--- config.mk ---
export PLATFORM = sky130hd
export DESIGN_NAME = addr_decode_flat
export DESIGN_NICKNAME = d
export VERILOG_FILES = /design/src/bus_types_pkg.sv /design/src/periph_types_pkg.sv /design/src/bus_stage_if.sv /design/src/addr_decode.sv /design/src/flat_wrapper.sv
export VERILOG_INCLUDE_DIRS = /design/src /design/src/src
export SDC_FILE = /design/constraint.sdc
export NUM_CORES = 1
export LEC_CHECK = 0
export ABC_AREA = 1
export BUFFER_PORTS_ARGS = -buffer_cell sky130_fd_sc_hd__buf_2
export CORE_MARGIN = 3
export CORE_UTILIZATION = 39
export DETAILED_ROUTE_END_ITERATION = 10
export GPL_TIMING_DRIVEN = 0
export MAX_ROUTING_LAYER = met4
export PLACE_DENSITY = 0.78
export SYNTH_ARGS = -nofsm -noshare
export SYNTH_HDL_FRONTEND = slang
export SYNTH_SLANG_ARGS = --single-unit
--- constraint.sdc ---
create_clock -name clk -period 0.8 [get_ports clk]
set_input_delay 0.12 -clock clk [delete_from_list [all_inputs] [get_ports clk]]
set_output_delay 0.12 -clock clk [all_outputs]
set_load 0.02 [all_outputs]
--- src/periph_bus_config.svh ---
`ifndef PERIPH_BUS_CONFIG_SVH
`define PERIPH_BUS_CONFIG_SVH

// Data RAM, word addressed internally
`define RAM_BASE      32'h0000_0000
`define RAM_WORDS     1024

// Single-word peripheral registers
`define KEY_ADDR      32'h0000_2000
`define UART_ADDR     32'h0000_2004
`define SD_AVAIL_ADDR 32'h0000_2008
`define IRQ_ACK_ADDR  32'h0000_200C

// SD sector buffer, byte addressed
`define SD_BASE       32'h0000_3000
`define SD_BYTES      512

`endif

--- src/bus_types_pkg.sv ---
package bus_types_pkg;

    // Byte address as seen by the requester
    typedef logic [31:0] addr_t;

    // Full bus word
    typedef logic [31:0] data_t;

    // One enable bit per byte lane
    typedef logic [3:0] strb_t;

    // Load size and sign, same codes as the RISC-V funct3 field
    typedef enum logic [2:0] {
        lb  = 3'b000,
        lh  = 3'b001,
        lw  = 3'b010,
        lbu = 3'b100,
        lhu = 3'b101
    } load_type_e;

endpackage

--- src/periph_types_pkg.sv ---
package periph_types_pkg;

    // Target selected by the address decoder
    typedef enum logic [2:0] {
        ram,
        key,
        uart,
        sd_avail,
        irq_ack,
        sd_buf,
        none
    } region_e;

    typedef logic [7:0] byte_t;

    // Wide enough to hold the full count of 512
    typedef logic [9:0] sector_idx_t;

    typedef logic [9:0] ram_idx_t;

endpackage

--- src/bus_stage_if.sv ---
`timescale 1ns/1ns

// Request travelling down the pipeline
interface bus_req_if;
    logic                       valid;
    logic                       write;
    bus_types_pkg::addr_t       addr;
    bus_types_pkg::data_t       wdata;
    bus_types_pkg::strb_t       strb;
    bus_types_pkg::load_type_e  load_type;
    periph_types_pkg::region_e  region;

    modport src (output valid, write, addr, wdata, strb, load_type, region);
    modport dst (input valid, write, addr, wdata, strb, load_type, region);
endinterface


--- src/addr_decode.sv ---
`timescale 1ns/1ns
`include "periph_bus_config.svh"

module addr_decode (
    input  logic   clk,
    input  logic   rst_n,
    bus_req_if.dst in_req,
    bus_req_if.src out_req
);

    bus_types_pkg::addr_t      word_addr;
    bus_types_pkg::addr_t      ram_off;
    bus_types_pkg::addr_t      sd_off;
    periph_types_pkg::region_e region;

    assign word_addr = {in_req.addr[31:2], 2'b00};
    // Offsets into the two ranged targets, wrap-around keeps the compare one-sided
    assign ram_off = in_req.addr - `RAM_BASE;
    assign sd_off  = in_req.addr - `SD_BASE;

    always_comb begin
        region = periph_types_pkg::none;
        if (ram_off < 4 * `RAM_WORDS) begin
            region = periph_types_pkg::ram;
        end else if (word_addr == `KEY_ADDR) begin
            region = periph_types_pkg::key;
        end else if (word_addr == `UART_ADDR) begin
            region = periph_types_pkg::uart;
        end else if (word_addr == `SD_AVAIL_ADDR) begin
            region = periph_types_pkg::sd_avail;
        end else if (word_addr == `IRQ_ACK_ADDR) begin
            region = periph_types_pkg::irq_ack;
        end else if (sd_off < `SD_BYTES) begin
            region = periph_types_pkg::sd_buf;
        end
    end

    always_ff @(posedge clk or negedge rst_n) begin
        if (!rst_n) begin
            out_req.valid <= 1'b0;
        end else begin
            out_req.valid <= in_req.valid;
        end
    end

    always_ff @(posedge clk) begin
        out_req.write     <= in_req.write;
        out_req.addr      <= in_req.addr;
        out_req.wdata     <= in_req.wdata;
        out_req.strb      <= in_req.strb;
        out_req.load_type <= in_req.load_type;
        out_req.region    <= region;
    end

endmodule

--- src/flat_wrapper.sv ---
// flat-port wrapper written by rule: the top's interface ports become plain ports
module addr_decode_flat 
  (clk, rst_n, in_req_valid, in_req_write, in_req_addr, in_req_wdata, in_req_strb, in_req_load_type, in_req_region, out_req_valid, out_req_write, out_req_addr, out_req_wdata, out_req_strb, out_req_load_type, out_req_region);
  bus_req_if in_req_i ();
  bus_req_if out_req_i ();
  input  logic clk;
  input  logic rst_n;
  input wire logic [$bits(in_req_i.valid)-1:0] in_req_valid;
  input wire logic [$bits(in_req_i.write)-1:0] in_req_write;
  input wire logic [$bits(in_req_i.addr)-1:0] in_req_addr;
  input wire logic [$bits(in_req_i.wdata)-1:0] in_req_wdata;
  input wire logic [$bits(in_req_i.strb)-1:0] in_req_strb;
  input wire logic [$bits(in_req_i.load_type)-1:0] in_req_load_type;
  input wire logic [$bits(in_req_i.region)-1:0] in_req_region;
  output wire logic [$bits(out_req_i.valid)-1:0] out_req_valid;
  output wire logic [$bits(out_req_i.write)-1:0] out_req_write;
  output wire logic [$bits(out_req_i.addr)-1:0] out_req_addr;
  output wire logic [$bits(out_req_i.wdata)-1:0] out_req_wdata;
  output wire logic [$bits(out_req_i.strb)-1:0] out_req_strb;
  output wire logic [$bits(out_req_i.load_type)-1:0] out_req_load_type;
  output wire logic [$bits(out_req_i.region)-1:0] out_req_region;
  assign in_req_i.valid = in_req_valid;
  assign in_req_i.write = in_req_write;
  assign in_req_i.addr = in_req_addr;
  assign in_req_i.wdata = in_req_wdata;
  assign in_req_i.strb = in_req_strb;
  assign in_req_i.load_type = in_req_load_type;
  assign in_req_i.region = in_req_region;
  assign out_req_valid = out_req_i.valid;
  assign out_req_write = out_req_i.write;
  assign out_req_addr = out_req_i.addr;
  assign out_req_wdata = out_req_i.wdata;
  assign out_req_strb = out_req_i.strb;
  assign out_req_load_type = out_req_i.load_type;
  assign out_req_region = out_req_i.region;
  addr_decode u_core (.clk(clk), .rst_n(rst_n), .in_req(in_req_i), .out_req(out_req_i));
endmodule
==> results.md, run 1 <==
* Setup Slack @ Placement at -490 ps
* Clock buffer depth at 2
* Starting Density at 41.7%
* Overall routing resource usage at 72.9%
* H-tree levels at 3
* Site Rows at 25
* Placed cell area at 0.00298 mm2
* Die height at 78.4 um
* Status: did not finish
* Tool error: [ERROR GRT-0232] Routing congestion too high. Check the congestion heatmap in the GUI.
* Ys Warns at 0
* Syn_nets at 266
* Yosys top cell area share at 73.3%
* Largest net degree at the start of global routing at 14
* IO Port Bufs at 150
* IO Pins at 154
* Critical endpoint after global-route timing repair: u_core.out_req.region[1]$_SDFF_PP0_/D
* CTS Sinks at 76
* Sequential area share after synthesis at 74.6%
* Synth cell types at 19
* Synth Instances at 188
* Synth area leader: dfxtp_1
* GPL Wtd Cong at 0.757
* CTS Root Cell: clkbuf_8
* Die Span X at 78.4 um
* Mapped Avg Cell Area at 10.9 um2
* Initial antenna violation count at 3
* Post-DP HPWL at 4.57 mm
* CTS buffer count at 9
* Synthesized flop and latch total at 76
* Worst ep type: sequential cell input
* Grt ovf at 66
* Last stage the flow got to: global routing (5_1_grt)
* Dominant cells by area after synthesis: dfxtp_1, nand2_1, nor2_1, inv_1, nand3_1
* Netlist Area Pre-Place at 0.00205 mm2
==> Yosys cell counts <==
cell and n:
nand4_1 1, nor2_1 27, nand2_1 30, nor4_2 1, nand2_2 6, a21boi_1 1, nand3_2 1, nor2_2 6
o21ai_1 2, dfrtp_1 1, nor4_1 1, inv_1 17, inv_2 1, dfxtp_1 75, nand3b_1 3, nand3_1 10
nor3_1 2, or2_2 1, nor2_4 2
==> stage by stage <==
step	setup TNS (ps)	instances	hold WS [ps]
after floorplan	-546	188	-176
after global placement	-1360	405	-105
after detailed placement	-1370	405	-104
after CTS	-9180	498	68.5
==> what timing repair did <==
action	in CTS
hold buffers	74
endpoints found under the setup margin	79
pin swaps	22
hold endpoints to repair	74
setup buffers	3
resized for setup	264
cloned	0
==> logic make-up after synthesis <==
kind of cell           share of synthesized area [%]
AND/OR/NAND/NOR                                 21.3
flip-flops                                      74.6
buffers and inverters                           3.30
AO/OA/AOI/OAI                                  0.856
==> routing by layer <==
metal,overflow,track usage (%)
met3,0,56.1
met2,38,91.1
met5,-,-
met4,28,80.2
met1,0,65.2
==> run 2: changes to the inputs <==
--- a/config.mk
+++ b/config.mk
@@ -9,11 +9,10 @@
 export ABC_AREA = 1
 export BUFFER_PORTS_ARGS = -buffer_cell sky130_fd_sc_hd__buf_2
 export CORE_MARGIN = 3
-export CORE_UTILIZATION = 39
+export CORE_UTILIZATION = 28
 export DETAILED_ROUTE_END_ITERATION = 10
 export GPL_TIMING_DRIVEN = 0
-export MAX_ROUTING_LAYER = met4
-export PLACE_DENSITY = 0.78
+export PLACE_DENSITY_LB_ADDON = 0.15
 export SYNTH_ARGS = -nofsm -noshare
 export SYNTH_HDL_FRONTEND = slang
 export SYNTH_SLANG_ARGS = --single-unit
==> results.md, run 2 <==
* CP Capture Type: primary output
* Global-route wire length before repair at 11.6 mm
* Highest-delay cell along the critical path: dfrtp_1
* Inst Count DP at 434 (was 405)
* Unrepaired setup endpoints after global routing: true
* Synth cell count leaders: dfxtp_1, nand2_1, nor2_1 (unchanged)
* Overall routing resource usage at 18.0%
* Wire length per cell at 13.6 um
* Top_reg_cell synth: dfxtp_1 (unchanged)
* Synth cell types at 19 (unchanged)
* CP peak stage delay at 380 ps
* Fmax at 1.03 GHz
* CTS Root Cell: clkbuf_8 (unchanged)
* Post-Route WL at 7.18 mm
* Slew @ Worst Pin at 277 ps
* Via count at 2119
* Setup Crit Path Kind: reg -> out
* Vias/cell at 4.01
* IO Pins at 154 (unchanged)
* Die area at 0.00837 mm2
* Crit-path cells: buf_6
* Ys Warns at 0 (unchanged)
* FILL cells at 483
* Drc violations at 0
* GPL Wtd Cong at 0.751 (was 0.757)
* Final Hold Viols at 0
* Multi-input combinational cell area at 601 um2
* Sequential area share after synthesis at 74.6% (unchanged)
* Starting DRT DRC Count at 24
* Number of global-route vias before repair at 2357
* CTS Sinks at 76 (unchanged)
* Max-cap violations at 0
* Area delta synth->final at 128%
* Status: finished, violations left (was did not finish)
* Grt ovf at 0
* Count leader, synth: dfxtp_1 (unchanged)
* Synth Instances at 188 (unchanged)
* Rel. slew slack at 81.4%
* Reg clk slew, reported paths at 80 ps
* Largest regs: u_core.out_req.addr x32, u_core.out_req.wdata x32, u_core.out_req.strb x4
* Failing checks: negative setup slack
* DRT Pass-1 Iters at 4
* Hold Path Class: in -> async
* Post-DP HPWL at 4.44 mm (was 4.57 mm)
* Core area at 0.00694 mm2
* WP data required at 680 ps
* Most frequent cells in the layout: buf_6, dfxtp_2, dlygate4sd3_1
* Synthesized flop and latch total at 76 (unchanged)
* Number of flops mapped to enable cells by yosys at 0 (unchanged)
* CTS tree: built
* CP delay by family, top: flip-flops
* Pleak at 2.14 nW
* Yosys top cell area share at 73.3% (unchanged)
* Tcrit/Tclk final at 121%
* Final std cells w/o fill at 529
* Most common cell after layout, fill and taps aside: buf_6
* Site Rows at 30 (was 25)
* Post-synth ARST share at 1.32% (unchanged)
* Critical path buffers and inverters at 1
* Clock buffer depth at 2 (unchanged)
* Fin nets at 507
* Setup Slack @ Placement at -520 ps (was -490 ps)
* Slew Viols, Final at 0
* CTS buffer count at 9 (unchanged)
* Fin crit period at 968 ps
* Layout cells sized above 1 at 65.6%
* Netlist Area Pre-Place at 0.00205 mm2 (unchanged)
* Final setup vio count at 79
* Peak supply drop at 923 uV
* Synth area leader: dfxtp_1 (unchanged)
* Die height at 91.5 um (was 78.4 um)
* Die Span X at 91.5 um (was 78.4 um)
* Data arrival, critical path at 850 ps
* Mapped Avg Cell Area at 10.9 um2 (unchanged)
* P per Cell Area at 1800 mW/mm2
* Crit start category: register
* CP max FO at 1
* Register area at 0.00162 mm2
* Initial antenna violation count at 0
* Starting Density at 29.5% (was 41.7%)
* Worst Slack Setup Final at -168 ps
* Ant. Diodes at 0
* Post-route ant nets at 0
* IO Port Bufs at 150 (unchanged)
* H-tree levels at 3 (unchanged)
* Largest net degree at the start of global routing at 14
* Syn_nets at 266 (unchanged)
* Dominant cells by area after synthesis: dfxtp_1, nand2_1, nor2_1, inv_1, nand3_1 (unchanged)
run 2: layout make-up:
type	instances	area share, %
Clock buffer	11	3.03
Clock inverter	4	1.10
Inverter	18	1.61
Multi-Input combinational cell	94	12.9
Sequential cell	76	34.7
Tap cell	96	2.57
Timing Repair Buffer	230	44.1
run 2: kinds of logic after synthesis:
kind of cell / Yosys count / share of synthesized area, %
AND/OR/NAND/NOR: 91 / 21.3
AO/OA/AOI/OAI: 3 / 0.856
flip-flops: 76 / 74.6
buffers and inverters: 18 / 3.30
run 2: metrics by stage:
stage | cell area (um2) | setup TNS (ps) | power, mW | hold slack (ps) | utilization [%]
after floorplan | 2140 | -546 | 4.49 | -176 | -
after global placement | 3020 | -1450 | 4.94 | -105 | 43.4
after detailed placement | 3020 | -1490 | 4.95 | -104 | 43.4
after CTS | 4650 | -9620 | 8.46 | 50.1 | 67.0
after global routing | 4670 | -11040 | 8.79 | 53.6 | 67.3
final | 4670 | -8000 | 8.39 | 67.0 | 67.3
run 2: worst max-delay path by stage:
stage | from | to | slack, ps | depth (start not counted)
after global placement | in_req_addr[14] | u_core.out_req.region[1] | -520 | 13
after detailed placement | in_req_addr[26] | u_core.out_req.region[2] | -520 | 9
after CTS | u_core.out_req.valid | out_req_valid | -190 | 1
final | u_core.out_req.valid | out_req_valid | -170 | 1
after global routing | in_req_addr[15] | u_core.out_req.region[1] | -280 | 9
after floorplan | in_req_addr[14] | u_core.out_req.region[1] | -210 | 12
run 2: repair_timing:
action | 4_1_cts | 5_1_grt
endpoints found under the hold margin | 74 | 0
setup endpoints to repair | 79 | 79
hold buffers | 74 | 0
gates resized for setup | 255 | 2
pin swaps | 23 | 2
buffers inserted | 4 | 2
run 2: power breakdown:
part | internal [mW] | switching [mW] | leakage, nW
clock network | 1.51 | 1.34 | 0.0954
logic | 0.818 | 0.612 | 1.40
registers | 4.02 | 0.0939 | 0.643
run 2: layer usage:
metal	track usage, %	wire (um)	up-vias
met1	19.4	2840	945
met2	31.5	3580	102
met5	0	0	-
met4	7.91	120	0
li1	-	-	1059
met3	6.46	640	13
No activity file was read; power rests on OpenSTA's default activity.
==> run 3: changes to the inputs <==
--- a/config.mk
+++ b/config.mk
@@ -6,7 +6,7 @@
 export SDC_FILE = /design/constraint.sdc
 export NUM_CORES = 1
 export LEC_CHECK = 0
-export ABC_AREA = 1
+export ABC_AREA = 0
 export BUFFER_PORTS_ARGS = -buffer_cell sky130_fd_sc_hd__buf_2
 export CORE_MARGIN = 3
 export CORE_UTILIZATION = 28
==> results.md, run 3 <==
* Ys Warns at 0 (unchanged)
* Sequential area share after synthesis at 85.9% (was 74.6%)
* Overall routing resource usage at 17.4% (was 18.0%)
* Global-route wire length before repair at 9.87 mm (was 11.6 mm)
* Fmax at 0.645 GHz (was 1.03 GHz)
* Die Span X at 85.7 um (was 91.5 um)
* Post-synth ARST share at 1.32% (unchanged)
* Setup Crit Path Kind: in -> reg (was reg -> out)
* Largest regs: u_core.out_req.addr x32, u_core.out_req.wdata x32, u_core.out_req.strb x4 (unchanged)
* Site Rows at 28 (was 30)
* CP Capture Type: register (was primary output)
* Dominant cells by area after synthesis: dfxtp_1, dfrtp_1, nor3_1, nor4b_4, nand4_1 (was dfxtp_1, nand2_1, nor2_1, inv_1, nand3_1)
* Max layer used: met4 (unchanged)
* Synth area leader: dfxtp_1 (unchanged)
* Core area at 0.00603 mm2 (was 0.00694 mm2)
* Vias/cell at 4.17 (was 4.01)
* Netlist Area Pre-Place at 0.00178 mm2 (was 0.00205 mm2)
* Area delta synth->final at 134% (was 128%)
* Largest net degree at the start of global routing at 14 (unchanged)
* Initial antenna violation count at 0 (unchanged)
* FILL cells at 415 (was 483)
* Top_reg_cell synth: dfxtp_1 (unchanged)
* Number of global-route vias before repair at 1974 (was 2357)
* Status: finished, violations left (unchanged)
* Die height at 85.7 um (was 91.5 um)
* CTS buffer count at 9 (unchanged)
* Max-cap violations at 0 (unchanged)
* Met2 Wirelength at 3.16 mm (was 3.58 mm)
* Peak supply drop at 1150 uV (was 923 uV)
* Met3 wire length at 629 um (was 640 um)
* Worst Slack Setup Final at -751 ps (was -168 ps)
* Ant. Diodes at 0 (unchanged)
* Worst hold stages at 3
* Crit start category: input port (was register)
* Starting DRT DRC Count at 19 (was 24)
* Most frequent cells in the layout: buf_6, dlygate4sd3_1, dfxtp_2 (was buf_6, dfxtp_2, dlygate4sd3_1)
* Count leader, synth: dfxtp_1 (unchanged)
* Multi-input combinational cell area at 254 um2 (was 601 um2)
* Synth Instances at 113 (was 188)
* GPL Wtd Cong at 0.728 (was 0.751)
* Pleak at 1.89 nW (was 2.14 nW)
* Slew Viols, Final at 0 (unchanged)
* Total power at 8.18 mW (was 8.39 mW)
* Drc violations at 0 (unchanged)
* Syn_nets at 191 (was 266)
* Rel. slew slack at 62.1% (was 81.4%)
* Most common cell after layout, fill and taps aside: buf_6 (unchanged)
* Final setup vio count at 79 (unchanged)
* Reg clk slew, reported paths at 70 ps (was 80 ps)
* IO Pins at 154 (unchanged)
* Data arrival, critical path at 1790 ps (was 850 ps)
* Yosys top cell area share at 84.4% (was 73.3%)
* Fin nets at 428 (was 507)
* Clock buffer depth at 2 (unchanged)
* CTS Root Cell: clkbuf_8 (unchanged)
* Synthesized flop and latch total at 76 (unchanged)
* Final Hold Viols at 0 (unchanged)
* Synth cell types at 25 (was 19)
* Tcrit/Tclk final at 194% (was 121%)
* Post-DP HPWL at 3.53 mm (was 4.44 mm)
* Register area at 0.00162 mm2 (about the same)
* CTS Sinks at 76 (unchanged)
* Die area at 0.00734 mm2 (was 0.00837 mm2)
* WP data required at 1030 ps (was 680 ps)
* Hold Path Class: in -> reg (was in -> async)
* Mapped Avg Cell Area at 15.7 um2 (was 10.9 um2)
* Fin crit period at 1550 ps (was 968 ps)
* IO Port Bufs at 150 (unchanged)
* Starting Density at 29.5% (about the same)
* Setup tns final at -9200 ps (was -8000 ps)
* Grt ovf at 0 (unchanged)
* CTS tree: built (unchanged)
* CP max FO at 2 (was 1)
* Unrepaired setup endpoints after global routing: true (unchanged)
* Via count at 1794 (was 2119)
* P per Cell Area at 1970 mW/mm2 (was 1800 mW/mm2)
* Slew @ Worst Pin at 561 ps (was 277 ps)
* Synth cell count leaders: dfxtp_1, nor3_1 (was dfxtp_1, nand2_1, nor2_1)
* Wl on met1 at 2.36 mm (was 2.84 mm)
* DRT Pass-1 Iters at 4 (unchanged)
* Post-Route WL at 6.25 mm (was 7.18 mm)
* Layout cells sized above 1 at 69.0% (was 65.6%)
* Number of flops mapped to enable cells by yosys at 0 (unchanged)
* Post-route ant nets at 0 (unchanged)
* Failing checks: negative setup slack (unchanged)
* H-tree levels at 3 (unchanged)
* Wire length per cell at 14.5 um (was 13.6 um)
[run 3: cell count changes after synthesis, moves of 6 or more]
cell / previous run / this run
inv_1: 17 / 1
nand3_1: 10 / 1
nor2_2: 6 / 0
nand2_1: 30 / 2
nand2_2: 6 / 0
nor2_1: 27 / 3
[run 3: worst paths after layout]
check | from | to | slack (ps)
max in group asynchronous | rst_n | u_core.out_req.valid | 640
worst min-delay path | in_req_addr[3] | u_core.out_req.region[2] | 40
min in group asynchronous | rst_n | u_core.out_req.valid | 80
worst max-delay path | in_req_addr[30] | u_core.out_req.region[1] | -750
[run 3: logic make-up after synthesis]
family / share of synthesized area [%]
DFF: 85.9
xor gates and xnor gates: 0.985
and+or+nand+nor: 9.85
muxes: 0.563
buffers and inverters: 0.211
AOI/OAI and AO/OA: 2.53
[run 3: through the flow]
| stage | hold WS, ps | util, % | area (um2) | worst slack [ps] | std cells |
|---|---|---|---|---|---|
| finish | 44.5 | 69.0 | 4160 | -751 | 430 |
| detailed placement | -105 | 43.5 | 2620 | -1120 | 338 |
| floorplan | -176 | - | 1780 | -917 | 113 |
| global route | 36.2 | 69.0 | 4160 | -784 | 430 |
| global placement | -104 | 43.5 | 2620 | -1110 | 338 |
| CTS | 24.3 | 69.0 | 4160 | -725 | 430 |
[run 3: critical path, stage by stage]
cell and delay [ps]:
buf_6 90, or4_4 540, or4b_4 540, nor4b_4 290, a21oi_1 60, and2_1 130
[run 3: report_power, final]
group / switching [mW] / internal, mW / total [mW]
registers: 0.0943 / 4.02 / 4.11
clock network: 1.30 / 1.51 / 2.81
logic: 0.503 / 0.749 / 1.25
total: 1.90 / 6.28 / 8.18
[run 3: per-layer routing]
layer	up-vias	GRT usage (%)
met5	-	0
met4	0	6.04
met3	8	7.40
met2	107	30.2
met1	818	19.1
li1	861	-
[run 3: layout make-up]
class | instances | area share [%]
Tap cell | 75 | 2.26
Clock inverter | 5 | 1.26
Inverter | 1 | 0.0903
Timing Repair Buffer | 226 | 48.0
Clock buffer | 11 | 3.40
Sequential cell | 76 | 38.9
Multi-Input combinational cell | 36 | 6.11
[run 3: repair_timing]
item	4_1_cts	5_1_grt
hold buffers	74	0
setup endpoints to repair	79	79
endpoints found under the hold margin	75	0
pin swaps	2	0
resized for setup	226	3
buffers inserted	2	0
==> run 4: changes to the inputs <==
--- a/config.mk
+++ b/config.mk
@@ -12,7 +12,10 @@
 export CORE_UTILIZATION = 28
 export DETAILED_ROUTE_END_ITERATION = 10
 export GPL_TIMING_DRIVEN = 0
+export MAX_ROUTING_LAYER = met4
 export PLACE_DENSITY_LB_ADDON = 0.15
+export SLEW_MARGIN = 20
 export SYNTH_ARGS = -nofsm -noshare
 export SYNTH_HDL_FRONTEND = slang
 export SYNTH_SLANG_ARGS = --single-unit
+export TNS_END_PERCENT = 50
==> results.md, run 4 (same netlist as run 3, synthesis figures left out) <==
* Fmax at 0.657 GHz (was 0.645 GHz)
* Sw Ratio at 23.5% (was 23.2%)
* Largest net degree at the start of global routing at 14 (unchanged)
* Slew @ Worst Pin at 572 ps (was 561 ps)
* Setup Crit Path Kind: in -> reg (unchanged)
* Core area at 0.00603 mm2 (unchanged)
* Ant. Diodes at 0 (unchanged)
* Setup tns final at -9160 ps (was -9200 ps)
* Vias/cell at 4.14 (was 4.17)
* CP peak stage delay at 540 ps (about the same)
* Pleak at 1.90 nW (was 1.89 nW)
* Final Hold Viols at 0 (unchanged)
* Status: finished, violations left (unchanged)
* Min-Delay Endpoint: u_core.out_req.region[2] (unchanged)
* Data arrival, critical path at 1760 ps (was 1790 ps)
* Tcrit/Tclk final at 190% (was 194%)
* GPL Wtd Cong at 0.737 (was 0.728)
* Grt ovf at 0 (unchanged)
* Worst Slack Setup Final at -723 ps (was -751 ps)
* CP max FO at 2 (unchanged)
* Core Util, Final at 69.1% (was 69.0%)
* CTS Sinks at 76 (unchanged)
* Fin nets at 429 (was 428)
* Rel. slew slack at 61.3% (was 62.1%)
* Unrepaired setup endpoints after global routing: true (unchanged)
* IO Pins at 154 (unchanged)
* Hold Path Class: in -> reg (unchanged)
* CTS buffer count at 9 (unchanged)
* CP Capture Type: register (unchanged)
* Initial antenna violation count at 0 (unchanged)
* Max-cap violations at 0 (unchanged)
* Peak supply drop at 1580 uV (was 1150 uV)
* Die area at 0.00734 mm2 (unchanged)
* Number of global-route vias before repair at 1997 (was 1974)
* Clock Power Share at 34.6% (was 34.4%)
* Comb pwr share at 15.3% (about the same)
* Most frequent cells in the layout: buf_6, dlygate4sd3_1, dfxtp_2 (unchanged)
* Site Rows at 28 (unchanged)
* P per Cell Area at 1970 mW/mm2 (about the same)
* Worst hold stages at 3 (unchanged)
* Final std cells w/o fill at 431 (was 430)
* Layout cells sized above 1 at 69.1% (was 69.0%)
* Global-route wire length before repair at 9.82 mm (was 9.87 mm)
* Via count at 1786 (was 1794)
* Hold path start: in_req_addr[3] (unchanged)
* Failing checks: negative setup slack (unchanged)
* Post-Route WL at 6.34 mm (was 6.25 mm)
* Switching Power at 1.92 mW (was 1.90 mW)
* Starting DRT DRC Count at 8 (was 19)
* Most common cell after layout, fill and taps aside: buf_6 (unchanged)
* Wire length per cell at 14.7 um (was 14.5 um)
* Overall routing resource usage at 18.1% (was 17.4%)
* CTS Root Cell: clkbuf_8 (unchanged)
* DRT Pass-1 Iters at 5 (was 4)
* Sequential share of power at 50.1% (was 50.3%)
* Highest-delay cell along the critical path: or4b_4 (was or4_4)
* H-tree levels at 3 (unchanged)
* WP data required at 1040 ps (was 1030 ps)
* IO Port Bufs at 150 (unchanged)
* Slew Viols, Final at 0 (unchanged)
* Post-route ant nets at 0 (unchanged)
* CTS tree: built (unchanged)
* Total power at 8.20 mW (was 8.18 mW)
* Largest regs: u_core.out_req.addr x32, u_core.out_req.wdata x32, u_core.out_req.strb x4 (unchanged)
* Reg clk slew, reported paths at 80 ps (was 70 ps)
* Starting Density at 29.5% (unchanged)
* Clock buffer depth at 2 (unchanged)
* Drc violations at 0 (unchanged)
* Int Power at 6.28 mW (about the same)
* Fin crit period at 1520 ps (was 1550 ps)
* Inst Count DP at 338 (unchanged)
* Area delta synth->final at 134% (about the same)
* Die Span X at 85.7 um (unchanged)
* Crit-path cells: buf_6 -> or4_4 -> or4b_4 -> nor4b_4 -> a21oi_1 -> and2_1 (unchanged)
* Post-DP HPWL at 3.56 mm (was 3.53 mm)
* Crit start category: input port (unchanged)
* Die height at 85.7 um (unchanged)
* Final setup vio count at 79 (unchanged)
## run 4: power by group through the flow
stage / clock [mW] / combinational, mW / sequential [mW]
2_1_floorplan: 0 / 0.0391 / 4.37
3_3_place_gp: 0 / 0.710 / 4.10
5_1_grt: 3.10 / 1.33 / 4.13
3_5_place_dp: 0 / 0.714 / 4.10
6_report: 2.84 / 1.26 / 4.11
4_1_cts: 2.91 / 1.23 / 4.10
## run 4: per-layer routing
layer / wire length [um] / vias to the layer above / global-route usage, % / part of all wire, %
met5: 0 / - / - / 0
met4: 57 / 0 / 6.04 / 0.90
met3: 535 / 6 / 5.67 / 8.4
met2: 3320 / 97 / 32.6 / 52
met1: 2430 / 821 / 18.6 / 38
li1: - / 862 / - / -
## run 4: layout make-up
type	instances	area [um2]
Fill cell	410	1860
Clock inverter	5	52.6
Timing Repair Buffer	227	2000
Sequential cell	76	1620
Clock buffer	11	141
Tap cell	75	93.8
Multi-Input combinational cell	36	254
Inverter	1	3.75
## run 4: how the worst max path moves through the flow
stage               startpoint  cells after the start                  endpoint  slack (ps)
2_1_floorplan  in_req_addr[30]                      5  u_core.out_req.region[1]        -920
3_3_place_gp   in_req_addr[30]                      6  u_core.out_req.region[1]       -1110
3_5_place_dp   in_req_addr[30]                      6  u_core.out_req.region[1]       -1120
4_1_cts        in_req_addr[30]                      6  u_core.out_req.region[1]        -710
5_1_grt        in_req_addr[30]                      6  u_core.out_req.region[1]        -740
6_report       in_req_addr[30]                      6  u_core.out_req.region[1]        -720
## run 4: critical path: cells and delay by family
kind                   cells  cell delay, ps
AOI/OAI and AO/OA          1              60
buffers and inverters      1              90
and+or+nand+nor            4            1490
## run 4: repair_timing
item	in CTS	in global routing
setup endpoints to repair	79	79
hold endpoints to repair	75	0
resized for setup	228	1
pin swaps	0	2
buffers inserted	2	1
hold buffers	74	0
## run 4: through the flow
stage	hold slack [ps]	cell area [um2]	worst slack, ps
2_1_floorplan	-176	1780	-917
3_3_place_gp	-104	2620	-1110
3_5_place_dp	-105	2620	-1120
4_1_cts	51.8	4150	-712
5_1_grt	73.1	4170	-740
6_report	59.6	4170	-723
